===== src/rtl/fios_settings.svh =====
`ifndef FIOS_SETTINGS_SVH
`define FIOS_SETTINGS_SVH

// Number of words s in each operand, 3 or more.
`define FIOS_WORDS 4

// Number of DSP beats N per word product, 4 or more.
`define FIOS_MUL_CYCLES 5

// Counter widths follow from the two sizes above.
`define FIOS_BEAT_W ($clog2(`FIOS_MUL_CYCLES + 1))
`define FIOS_WORD_W ($clog2(`FIOS_WORDS + 1))

`endif


===== src/rtl/fios_pkg.sv =====
package fios_pkg;

    // Phases of one FIOS Montgomery multiplication, in sequence order.
    typedef enum logic [4:0] {
        IDLE,
        MUL_A0_B0,
        MUL_A0_B0_END,
        TEMP0,
        MUL_MP0_C0_BEGIN,
        MUL_MP0_C0,
        MUL_MP0_C0_END,
        TEMP1,
        MUL_M0_Q_BEGIN,
        MUL_M0_Q,
        MUL_M0_Q_END,
        MUL_A0_B1_BEGIN,
        MUL_A0_B1,
        MUL_A0_B1_END,
        MUL_M1_Q,
        MUL_M1_Q_END,
        MUL_A_B_BEGIN,
        MUL_A_B,
        MUL_A_B_END,
        MUL_M_Q,
        MUL_M_Q_END,
        SHIFT,
        DONE
    } fios_state_t;

    typedef logic [1:0] mux_sel_t;

    // DSP OPMODE word, split into its W, Z, Y and X multiplexer selects.
    typedef struct packed {
        logic [1:0] w_sel;
        logic [2:0] z_sel;
        logic [1:0] y_sel;
        logic [1:0] x_sel;
    } opmode_fields_t;

    typedef union packed {
        logic [8:0]     raw;
        opmode_fields_t fields;
    } opmode_u;

    localparam logic [1:0] X_ZERO    = 2'b00;
    localparam logic [1:0] X_M       = 2'b01;
    localparam logic [1:0] Y_ZERO    = 2'b00;
    localparam logic [1:0] Y_M       = 2'b01;
    localparam logic [2:0] Z_ZERO    = 3'b000;
    localparam logic [2:0] Z_P       = 3'b010;
    // P shifted right by 17, the carry into the next word.
    localparam logic [2:0] Z_P_SHIFT = 3'b110;
    localparam logic [1:0] W_ZERO    = 2'b00;
    localparam logic [1:0] W_P       = 2'b01;
    localparam logic [1:0] W_C       = 2'b11;

endpackage


===== src/rtl/loop_ctrl_if.sv =====
`include "fios_settings.svh"

interface loop_ctrl_if;

    logic                    beat_clear;
    logic                    beat_step;
    logic                    word_clear;
    logic                    word_step;
    logic [`FIOS_BEAT_W-1:0] beat_count;
    logic                    word_last;

    modport fsm (
        output beat_clear,
        output beat_step,
        output word_clear,
        output word_step,
        input  beat_count,
        input  word_last
    );

    modport counters (
        input  beat_clear,
        input  beat_step,
        input  word_clear,
        input  word_step,
        output beat_count,
        output word_last
    );

endinterface


===== src/rtl/fios_control_decode.sv =====
module fios_control_decode (
    input  logic                  clock_i,
    input  fios_pkg::fios_state_t state_i,
    input  logic                  word_last_i,
    output logic                  a_rot_o,
    output logic                  b_shift_o,
    output logic                  b_rot_o,
    output logic                  b_reg_en_o,
    output logic                  m_prime_rot_o,
    output logic                  m_shift_o,
    output logic                  c_high_en_o,
    output logic                  c_low_en_o,
    output logic                  c_low_sel_o,
    output logic                  q_reg_en_o,
    output logic                  q_sel_o,
    output logic                  dsp_creg_en_o,
    output logic                  temp_reg_en_o,
    output fios_pkg::mux_sel_t    mux_a_sel_o,
    output fios_pkg::mux_sel_t    mux_b_sel_o,
    output fios_pkg::mux_sel_t    mux_c_sel_o,
    output logic [8:0]            opmode_o,
    output logic                  signext_o,
    output logic                  done_o
);

    import fios_pkg::*;

    opmode_u opmode;
    logic    temp_en;

    // Multiply phases feed the multiplier output through both X and Y.
    function automatic opmode_u mul_opmode(input logic [1:0] w_sel, input logic [2:0] z_sel);
        opmode_u op;
        op.fields.w_sel = w_sel;
        op.fields.z_sel = z_sel;
        op.fields.y_sel = Y_M;
        op.fields.x_sel = X_M;
        return op;
    endfunction

    always_comb begin
        a_rot_o       = 1'b0;
        b_shift_o     = 1'b0;
        b_rot_o       = 1'b0;
        b_reg_en_o    = 1'b0;
        m_prime_rot_o = 1'b0;
        m_shift_o     = 1'b0;
        c_high_en_o   = 1'b0;
        c_low_en_o    = 1'b0;
        c_low_sel_o   = 1'b0;
        q_reg_en_o    = 1'b0;
        q_sel_o       = 1'b0;
        dsp_creg_en_o = 1'b0;
        temp_en       = 1'b0;
        mux_a_sel_o   = 2'd0;
        mux_b_sel_o   = 2'd0;
        mux_c_sel_o   = 2'd0;
        opmode.fields = '{w_sel: W_ZERO, z_sel: Z_ZERO, y_sel: Y_ZERO, x_sel: X_ZERO};
        done_o        = 1'b0;

        case (state_i)
            IDLE: begin
                b_shift_o           = 1'b1;
                b_reg_en_o          = 1'b1;
                opmode.fields.z_sel = Z_P;
            end
            MUL_A0_B0, MUL_A0_B1, MUL_A_B: begin
                a_rot_o = 1'b1;
                b_rot_o = 1'b1;
                opmode  = mul_opmode(W_P, Z_ZERO);
            end
            MUL_A0_B0_END, MUL_A0_B1_END: begin
                a_rot_o    = 1'b1;
                b_reg_en_o = 1'b1;
                opmode     = mul_opmode(W_P, Z_ZERO);
            end
            TEMP0: begin
                a_rot_o   = 1'b1;
                b_shift_o = 1'b1;
                b_rot_o   = 1'b1;
                opmode    = mul_opmode(W_ZERO, Z_ZERO);
            end
            // C0 is captured whole here; later beats refill only the low half.
            MUL_MP0_C0_BEGIN: begin
                m_prime_rot_o = 1'b1;
                c_high_en_o   = 1'b1;
                c_low_en_o    = 1'b1;
                temp_en       = 1'b1;
                mux_a_sel_o   = 2'd1;
                mux_b_sel_o   = 2'd1;
                opmode        = mul_opmode(W_ZERO, Z_ZERO);
            end
            MUL_MP0_C0, MUL_MP0_C0_END: begin
                m_prime_rot_o = 1'b1;
                c_low_en_o    = 1'b1;
                c_low_sel_o   = 1'b1;
                dsp_creg_en_o = (state_i == MUL_MP0_C0_END);
                mux_a_sel_o   = 2'd1;
                mux_b_sel_o   = 2'd2;
                opmode        = mul_opmode(W_P, Z_ZERO);
            end
            TEMP1: begin
                a_rot_o = 1'b1;
                b_rot_o = 1'b1;
                opmode  = mul_opmode(W_C, Z_ZERO);
            end
            MUL_M0_Q_BEGIN: begin
                m_shift_o     = 1'b1;
                q_reg_en_o    = 1'b1;
                temp_en       = 1'b1;
                dsp_creg_en_o = 1'b1;
                mux_a_sel_o   = 2'd2;
                mux_b_sel_o   = 2'd1;
                mux_c_sel_o   = 2'd1;
                opmode        = mul_opmode(W_C, Z_ZERO);
            end
            MUL_M0_Q, MUL_M0_Q_END, MUL_M1_Q,
            MUL_M1_Q_END, MUL_M_Q, MUL_M_Q_END: begin
                m_shift_o   = 1'b1;
                q_reg_en_o  = 1'b1;
                q_sel_o     = 1'b1;
                b_reg_en_o  = (state_i == MUL_M_Q_END);
                mux_a_sel_o = 2'd2;
                mux_b_sel_o = 2'd3;
                opmode      = mul_opmode(W_P, Z_ZERO);
            end
            // Word 1 starts from the shifted carry plus the stored C value.
            MUL_A0_B1_BEGIN: begin
                a_rot_o       = 1'b1;
                b_rot_o       = 1'b1;
                dsp_creg_en_o = 1'b1;
                opmode        = mul_opmode(W_C, Z_P_SHIFT);
            end
            MUL_A_B_BEGIN: begin
                a_rot_o = 1'b1;
                b_rot_o = 1'b1;
                opmode  = mul_opmode(W_ZERO, Z_P_SHIFT);
            end
            MUL_A_B_END: begin
                a_rot_o   = 1'b1;
                b_shift_o = 1'b1;
                opmode    = mul_opmode(W_P, Z_ZERO);
            end
            SHIFT: begin
                opmode.fields.z_sel = Z_P_SHIFT;
            end
            DONE: begin
                done_o = 1'b1;
            end
            default: begin
            end
        endcase
    end

    // TEMP loads one cycle after the phase that selects it, when P is valid.
    always_ff @(posedge clock_i) begin
        temp_reg_en_o <= temp_en;
    end

    assign opmode_o  = opmode.raw;
    assign signext_o = word_last_i;

endmodule


===== src/rtl/fios_loop_counters.sv =====
`include "fios_settings.svh"

module fios_loop_counters (
    input logic           clock_i,
    loop_ctrl_if.counters loop
);

    logic [`FIOS_WORD_W-1:0] word_count;

    // Beats within the current word product.
    always_ff @(posedge clock_i) begin
        if (loop.beat_clear) begin
            loop.beat_count <= '0;
        end else if (loop.beat_step) begin
            loop.beat_count <= loop.beat_count + 1'b1;
        end
    end

    // Outer FIOS iterations, one per M*q reduction.
    always_ff @(posedge clock_i) begin
        if (loop.word_clear) begin
            word_count <= '0;
        end else if (loop.word_step) begin
            word_count <= word_count + 1'b1;
        end
    end

    assign loop.word_last = (word_count == `FIOS_WORD_W'(`FIOS_WORDS - 1));

endmodule


===== src/rtl/fios_phase_fsm.sv =====
`include "fios_settings.svh"

module fios_phase_fsm (
    input  logic                  clock_i,
    input  logic                  inner_loop_counter_reset,
    input  logic                  start_i,
    loop_ctrl_if.fsm              loop,
    output fios_pkg::fios_state_t state_o
);

    import fios_pkg::*;

    fios_state_t state;
    fios_state_t state_next;
    logic        beat_end;
    logic        beat_end_b1;

    // A product phase ends two beats before N. The A0*B1 product overlaps
    // the tail of M0*q, so it ends two beats earlier still.
    assign beat_end    = (loop.beat_count == `FIOS_BEAT_W'(`FIOS_MUL_CYCLES - 2));
    assign beat_end_b1 = (loop.beat_count == `FIOS_BEAT_W'(`FIOS_MUL_CYCLES - 4));

    always_ff @(posedge clock_i) begin
        if (inner_loop_counter_reset) begin
            state <= IDLE;
        end else begin
            state <= state_next;
        end
    end

    assign state_o = state;

    // The beat counter runs through every product phase and is cleared
    // in all the other phases.
    assign loop.beat_step = state inside {
        MUL_A0_B0,
        MUL_MP0_C0_BEGIN,
        MUL_MP0_C0,
        MUL_M0_Q_BEGIN,
        MUL_M0_Q,
        MUL_A0_B1_BEGIN,
        MUL_A0_B1,
        MUL_M1_Q,
        MUL_A_B_BEGIN,
        MUL_A_B,
        MUL_M_Q
    };
    assign loop.beat_clear = ~loop.beat_step;

    // One word step per reduction except the last, so the count reaches
    // s-1 at the start of the final loop pass and holds through SHIFT.
    assign loop.word_step  = (state inside {MUL_M0_Q_END, MUL_M1_Q_END})
                             || ((state == MUL_M_Q_END) && !loop.word_last);
    assign loop.word_clear = state inside {IDLE, SHIFT};

    always_comb begin
        case (state)
            IDLE:             state_next = start_i ? MUL_A0_B0 : IDLE;
            MUL_A0_B0:        state_next = beat_end ? MUL_A0_B0_END : MUL_A0_B0;
            MUL_A0_B0_END:    state_next = TEMP0;
            TEMP0:            state_next = MUL_MP0_C0_BEGIN;
            MUL_MP0_C0_BEGIN: state_next = MUL_MP0_C0;
            MUL_MP0_C0:       state_next = beat_end ? MUL_MP0_C0_END : MUL_MP0_C0;
            MUL_MP0_C0_END:   state_next = TEMP1;
            TEMP1:            state_next = MUL_M0_Q_BEGIN;
            MUL_M0_Q_BEGIN:   state_next = MUL_M0_Q;
            MUL_M0_Q:         state_next = beat_end ? MUL_M0_Q_END : MUL_M0_Q;
            MUL_M0_Q_END:     state_next = MUL_A0_B1_BEGIN;
            MUL_A0_B1_BEGIN,
            MUL_A0_B1:        state_next = beat_end_b1 ? MUL_A0_B1_END : MUL_A0_B1;
            MUL_A0_B1_END:    state_next = MUL_M1_Q;
            MUL_M1_Q:         state_next = beat_end ? MUL_M1_Q_END : MUL_M1_Q;
            MUL_M1_Q_END:     state_next = MUL_A_B_BEGIN;
            MUL_A_B_BEGIN:    state_next = MUL_A_B;
            MUL_A_B:          state_next = beat_end ? MUL_A_B_END : MUL_A_B;
            MUL_A_B_END:      state_next = MUL_M_Q;
            MUL_M_Q:          state_next = beat_end ? MUL_M_Q_END : MUL_M_Q;
            // The last pass is the one that began with word_last already high.
            MUL_M_Q_END:      state_next = loop.word_last ? SHIFT : MUL_A_B_BEGIN;
            SHIFT:            state_next = DONE;
            DONE:             state_next = IDLE;
            default:          state_next = IDLE;
        endcase
    end

endmodule


===== src/rtl/poly_fios_control.sv =====
module poly_fios_control (
    input  logic               clock_i,
    input  logic               inner_loop_counter_reset,
    input  logic               start_i,
    output logic               a_rot_o,
    output logic               b_shift_o,
    output logic               b_rot_o,
    output logic               b_reg_en_o,
    output logic               m_prime_rot_o,
    output logic               m_shift_o,
    output logic               c_high_en_o,
    output logic               c_low_en_o,
    output logic               c_low_sel_o,
    output logic               q_reg_en_o,
    output logic               q_sel_o,
    output logic               dsp_creg_en_o,
    output logic               temp_reg_en_o,
    output fios_pkg::mux_sel_t mux_a_sel_o,
    output fios_pkg::mux_sel_t mux_b_sel_o,
    output fios_pkg::mux_sel_t mux_c_sel_o,
    output logic [8:0]         opmode_o,
    output logic               signext_o,
    output logic               done_o
);

    import fios_pkg::*;

    fios_state_t state;

    loop_ctrl_if loop ();

    fios_phase_fsm u_phase_fsm (
        .clock_i                  (clock_i),
        .inner_loop_counter_reset (inner_loop_counter_reset),
        .start_i                  (start_i),
        .loop                     (loop.fsm),
        .state_o                  (state)
    );

    fios_loop_counters u_loop_counters (
        .clock_i (clock_i),
        .loop    (loop.counters)
    );

    fios_control_decode u_control_decode (
        .clock_i       (clock_i),
        .state_i       (state),
        .word_last_i   (loop.word_last),
        .a_rot_o       (a_rot_o),
        .b_shift_o     (b_shift_o),
        .b_rot_o       (b_rot_o),
        .b_reg_en_o    (b_reg_en_o),
        .m_prime_rot_o (m_prime_rot_o),
        .m_shift_o     (m_shift_o),
        .c_high_en_o   (c_high_en_o),
        .c_low_en_o    (c_low_en_o),
        .c_low_sel_o   (c_low_sel_o),
        .q_reg_en_o    (q_reg_en_o),
        .q_sel_o       (q_sel_o),
        .dsp_creg_en_o (dsp_creg_en_o),
        .temp_reg_en_o (temp_reg_en_o),
        .mux_a_sel_o   (mux_a_sel_o),
        .mux_b_sel_o   (mux_b_sel_o),
        .mux_c_sel_o   (mux_c_sel_o),
        .opmode_o      (opmode_o),
        .signext_o     (signext_o),
        .done_o        (done_o)
    );

endmodule


===== config.mk =====
export PLATFORM = sky130hd
export DESIGN_NAME = poly_fios_control
export DESIGN_NICKNAME = d
export VERILOG_FILES = /design/src/rtl/fios_pkg.sv /design/src/rtl/loop_ctrl_if.sv /design/src/rtl/fios_control_decode.sv /design/src/rtl/fios_loop_counters.sv /design/src/rtl/fios_phase_fsm.sv /design/src/rtl/poly_fios_control.sv
export VERILOG_INCLUDE_DIRS = /design/src /design/src/rtl
export SDC_FILE = /design/constraint.sdc
export NUM_CORES = 1
export LEC_CHECK = 0
export BUFFER_PORTS_ARGS = -buffer_cell sky130_fd_sc_hd__buf_2
export CAP_MARGIN = 25
export CORE_ASPECT_RATIO = 1.2
export CORE_MARGIN = 2
export CORE_UTILIZATION = 49
export CTS_CLUSTER_DIAMETER = 40
export CTS_CLUSTER_SIZE = 14
export DETAILED_ROUTE_END_ITERATION = 8
export HOLD_SLACK_MARGIN = 0.15
export PLACE_DENSITY = 0.77
export SLEW_MARGIN = 10
export SYNTH_ARGS = -nofsm -noshare
export SYNTH_HDL_FRONTEND = slang
export SYNTH_HIERARCHICAL = 1
export SYNTH_SLANG_ARGS = --single-unit

===== constraint.sdc =====
create_clock -name clock_i -period 2 [get_ports clock_i]
set_input_delay 0.2 -clock clock_i [delete_from_list [all_inputs] [get_ports clock_i]]
set_output_delay 0.2 -clock clock_i [all_outputs]
set_load 0.01 [all_outputs]

After elaboration in Yosys (flattened, before gate mapping)
Cells that the tools add are included.
Widths: inputs -> output; s select.
- register bits: 12
- logic and storage cells: 81
- output and inout bits: 30
- multiplexer cells: 28
- equality and inequality tests: 25
- reduce and logical (&&, ||, !) cells: 22
- add/subtract/negate cells: 2
- operator list (operator ; count):
    $pmux 5 s21 ; 1
    $eq 5x4->1 const B ; 8
    $eq 5x5->1 const B ; 7
    $eq 5x3->1 const B ; 4
    $reduce_or 20->1 ; 1
    $reduce_or 3->1 ; 5
    $mux 1 ; 14
    $reduce_or 14->1 ; 1
    $reduce_or 7->1 ; 2
    $reduce_bool 11->1 ; 1
    $eq 5x2->1 const B ; 2
    $reduce_or 10->1 ; 1
    $mux 3 ; 3
    $mux 2 ; 4
    $pmux 2 s2 ; 2
    $reduce_or 2->1 ; 4
    $add 3x1->3 const B ; 2
    $eq 3x2->1 const B ; 2
    $pmux 2 s3 ; 1
    $pmux 3 s2 ; 1
    $reduce_or 6->1 ; 1
    $eq 5x1->1 const B ; 1
    $logic_not 5->1 ; 1
    $pmux 1 s2 ; 2
    other kinds (5) ; 6

Longest topological paths before layout
- depth in word-level cells: 4
- gate-level depth with buffers: 7
- mapped depth without buffers: 6

By module
Netlist, hierarchy kept.
- modules (own cells, without submodules) (module ; times used ; cells an instance ; area an instance (um^2)):
    fios_control_decode ; 1 ; 99 ; 663.1
    fios_phase_fsm ; 1 ; 71 ; 479.2
    fios_loop_counters ; 1 ; 23 ; 247.7

Worst setup path before layout
No wires, ideal clock.
- path kind: reg-to-reg
- start: reg u_phase_fsm.state[0], in the netlist u_phase_fsm/state_o[0]
- end: reg u_loop_counters.word_count[1]
- period minus slack after synthesis: 1825 ps
- path slack: 175 ps
- data required time: 1878 ps
- cell stages (with the launch flop): 6
- arrival time: 1703 ps
- cell sequence: dfxtp_1 -> clkbuf_1 -> clkbuf_1 -> o41ai_1 -> mux2i_1 -> nor2_1
- cells in the longest elaborated chain, start to end: 3
- RTL lines (element ; line ; source):
    from (decl) ; fios_phase_fsm.sv:13 ; fios_state_t state;
    from (signal assigned) ; fios_phase_fsm.sv:27 ; state <= state_next;
    $eq 5x4->1 / $eq 5x5->1 (equally long branches) ; fios_phase_fsm.sv:52, fios_phase_fsm.sv:53 ;
    $reduce_bool 2->1 / $logic_and 1x1->1 (equally long branches) ; fios_phase_fsm.sv:52, fios_phase_fsm.sv:53 ;
    $logic_or 1x1->1 * ; fios_phase_fsm.sv:53 ; || ((state == MUL_M_Q_END) && !loop.word_last);
    net loop.word_step ; loop_ctrl_if.sv:8 ; logic word_step;
    to (signal assigned) ; fios_loop_counters.sv:24 ; word_count <= word_count + 1'b1;
    to (decl) ; fios_loop_counters.sv:8 ; logic [`FIOS_WORD_W-1:0] word_count;
Mark *: on every way through the listed nets, which the timed path passes. The rest lies on a longest branch.
A chain may end at the register's enable or synchronous reset.

Worst setup path in the final report
- start: reg u_phase_fsm.state[4], in the netlist u_phase_fsm/state_o[4]
- end: out mux_b_sel_o[0]
- cells in the longest elaborated chain, start to end: 3
- RTL lines (element ; line ; source):
    $eq 5x4->1, or another cell as far along ; fios_control_decode.sv:61 ; case (state_i)
    $reduce_or 6->1 / $reduce_or 2->1 (equally long branches) ; n/a ;
    $pmux 2 s3 * ; fios_control_decode.sv:61 ;
    to (decl) ; poly_fios_control.sv:19 ; output fios_pkg::mux_sel_t mux_b_sel_o,
Mark *: on every way between the ends. The rest lies on a longest branch, timed or not.

==> impl_summary.txt <==
----------------------------------------------------
[Status]
  Outcome ... finished, final reports clean

[Logic synthesis]
  Number of library cell types mapped by synthesis ... between 50 and 60
  Share of the synthesized area in the top cell type ... approximately 17%
  Most area-consuming cells after synthesis ... dfxtp_1 (17%), buf_4 (4.9%), nor2_1 (4.1%), a21oi_1 (4.0%), and3b_1 (3.8%)
  Number of warnings issued by yosys ... 6
  Proportion of synthesized chip area in sequential cells ... 17.3%
  Mapped cell area ... 0.00139 mm²
  Top cell types by occurrence after synthesis ... nor2_1 (15), nand2_1 (13), dfxtp_1 (12)
  Number of instances in the synthesized netlist ... around 190
  Cell type with the highest aggregate area in the netlist ... dfxtp_1
  Share of flip-flops with an asynchronous set or reset ... 0%
  Most numerous cell in the Yosys netlist ... nor2_1
  Predominant post-synthesis flop cell ... dfxtp_1
  Syn avg cell area ... 7.20 µm²
  Flip-flop and latch count after synthesis ... 12
  Number of enable flip-flop cells after synthesis ... 0

[Global route]
  Total Routing Usage GR ... slightly below 20%
  Maximum number of pins on one net before global-route repair ... 19
  Global-route congestion overflow total ... 0
  Global-route wire length before repair ... 5310 µm
  Number of global-route vias before repair ... approximately 1,300
  Number of antenna violations at the first check in global routing ... 0

[Drt]
  Via count ... between 1,000 and 1,500
  Post-DR vias/cell ... 5.84
  DR WL/cell ... ~12 µm
  First-pass iteration count of the detailed router ... 4
  DRT iter0 DRCs ... 60
  Remaining DRCs ... 0
  Aggregate routed wire length ... between 3000 and 4000 µm
  Number of antenna-violating nets in the routed design ... 0

[Die]
  Core area ... ~0.0028 mm²
  Die Outline Area ... around 0.0033 mm²
  Die extent in x ... between 50 and 60 µm
  Total number of placement rows ... 21
  Effective utilization at floorplan ... just over 50%
  Num ports ... 33
  Vertical extent of the die ... between 60 and 70 µm

[Worst setup path]
  Critical path arrival ... roughly 1.7 ns
  Nature of the critical path startpoint ... flop
  Worst path required time ... between 1.5 and 2 ns
  Crit-path max FO ... 13
  Endpoint class of the critical path ... output pin
  Worst setup path category ... flop to output pin
  Length in cells of the worst reg-to-reg path ... 6

[Min path]
  Worst hold path cell count ... 4
  Worst min-delay path category ... input pin to flop

[Timing]
  Clk_skew ... 0.00379 ns
  Post-route setup slack ... between 0.09 and 0.1 ns
  Post-Route Setup TNS ... 0 ns
  Crit share post-route ... 95.3%
  Fin crit period ... roughly 1.9 ns
  Endpoints failing hold ... 0
  Maximum achievable frequency ... roughly 520 MHz
  RSZ-0062 raised after global routing ... no
  Pins Over Slew Limit ... 0
  Final setup violating endpoints ... 0

[Finish]
  Number of filler cells placed in the layout ... 291
  Area of combinational cells with multiple inputs ... roughly 990 µm²
  Number of inserted diodes ... 0
  Register cell area after layout ... about 250 µm²
  Fraction of layout instances using a drive strength above 1 ... a little under 30%
  Net count, final ... roughly 230
  Area added between synthesis and finish ... 17.6%
  Final core occ ... 59.2%

[Clock network]
  Clk root buf ... clkbuf_4
  Clock latency at the later pin of the worst-skew pair ... 0.28 ns
  Clock tree from TritonCTS ... built
  Sink count of the clock tree ... 12
  Maximum clock path buffer count ... 2
  Clock-pin slew on the worst setup and hold paths ... 0.08 ns
  CTS Buf Count ... 3
  H-Tree Level Count ... 1

[Pwr]
  Peak supply drop ... around 0.46 mV
  Power Dens Cells ... between 300 and 400 mW/mm²
  Lkg Pwr ... between 0.0007 and 0.0008 µW
  Overall power consumption ... around 580 µW

[Placement]
  Final estimated routing congestion in global placement ... a little over 0.9
  Detailed placement HPWL ... between 2000 and 2500 µm
  Buffers on Ports ... 28
  Pre-CTS WS ... 0.267 ns

[Job]
  Maxcap violations ... 0

----------------------------------------------------
-- worst max-delay path: stages (launching register included) --
cell     delay, ns
dfxtp_2       0.44
or3b_4        0.43
o211a_1       0.26
a21bo_1       0.18
buf_2         0.12
-- cell families (layout without fill, tap and decap cells) --
| logic type | Yosys count | in the layout | share of synthesized area, % |
|---|---|---|---|
| mux | 4 | 4 | 2.88 |
| xor+xnor | 7 | 7 | 4.41 |
| other cells | 1 | 4 | 0.270 |
| flops | 12 | 12 | 17.3 |
| compound gates | 52 | 52 | 25.4 |
| buf+inv | 36 | 58 | 13.5 |
| fa+ha+maj | 3 | 3 | 2.70 |
| simple gates | 78 | 78 | 33.6 |
-- layout by cell type, fill, tap and decap left out, types with 4 or more instances in the layout --
cell,instances
buf_2,28
buf_4,18
nor2_1,15
nand2_1,13
a21oi_1,10
nor3_1,8
o21ai_0,8
dfxtp_1,7
and3b_1,6
inv_1,6
o21ai_1,5
xnor2_1,5
nand3_1,5
nor3b_1,4
nand4b_1,4
mux2i_1,4
conb_1,4
dfxtp_2,4
-- flip-flops by register name (all words and copies together) (netlist names) --
signal / count
u_phase_fsm/state_o: 5
u_loop_counters/word_count: 3
u_loop_counters/loop.beat_count: 3
u_control_decode/temp_reg_en_o: 1
-- report_power, final --
group	internal [µW]	switching (µW)
Clock	111	81.8
Combinational	60.7	68.5
Sequential	244	15.1
Total	415	165
-- path summary, 6_finish.rpt --
kind	startpoint	to	slack, ns
max	u_phase_fsm/state_o[4]	mux_b_sel_o[0]	0.09
min	start_i	u_phase_fsm/state_o[0]	0.42
max reg2reg	u_loop_counters/word_count[0]	u_phase_fsm/state_o[0]	0.30
min reg2reg	u_loop_counters/word_count[2]	u_loop_counters/word_count[2]	0.49
-- per-layer routing --
layer | up-vias | track usage, % | wire (µm)
met3 | 6 | 1.44 | 166
met1 | 663 | 26.1 | 1450
li1 | 742 | - | -
met5 | - | 0 | 0
met4 | 0 | 7.37 | 46
met2 | 61 | 33.0 | 1470
-- area by class of cell --
| cell class | instances | area share (%) |
|---|---|---|
| Inverter | 6 | 1.38 |
| Clock buffer | 4 | 2.22 |
| Tap cell | 34 | 2.60 |
| Timing Repair Buffer | 48 | 18.1 |
| Multi-Input combinational cell | 148 | 60.4 |
| Sequential cell | 12 | 15.2 |
-- per-stage QoR --
| step | hold WS (ns) | cell area (µm²) | cells |
|---|---|---|---|
| after CTS | 0.421 | 1610 | 252 |
| after global routing | 0.530 | 1630 | 252 |
| after global placement | 0.405 | 1560 | 247 |
| after detailed placement | 0.404 | 1560 | 247 |
| after floorplan | 0.269 | 1400 | 196 |
| final | 0.421 | 1630 | 252 |
-- timing repair --
| item | in CTS | in global routing |
|---|---|---|
| pin swaps | 0 | 0 |
| hold buffers | 1 | 0 |
| endpoints found under the setup margin | 4 | 9 |
| resized for setup | 3 | 7 |
| endpoints found under the hold margin | 2 | 0 |
| setup buffers | 0 | 0 |
(Power assumes the default switching activity.)
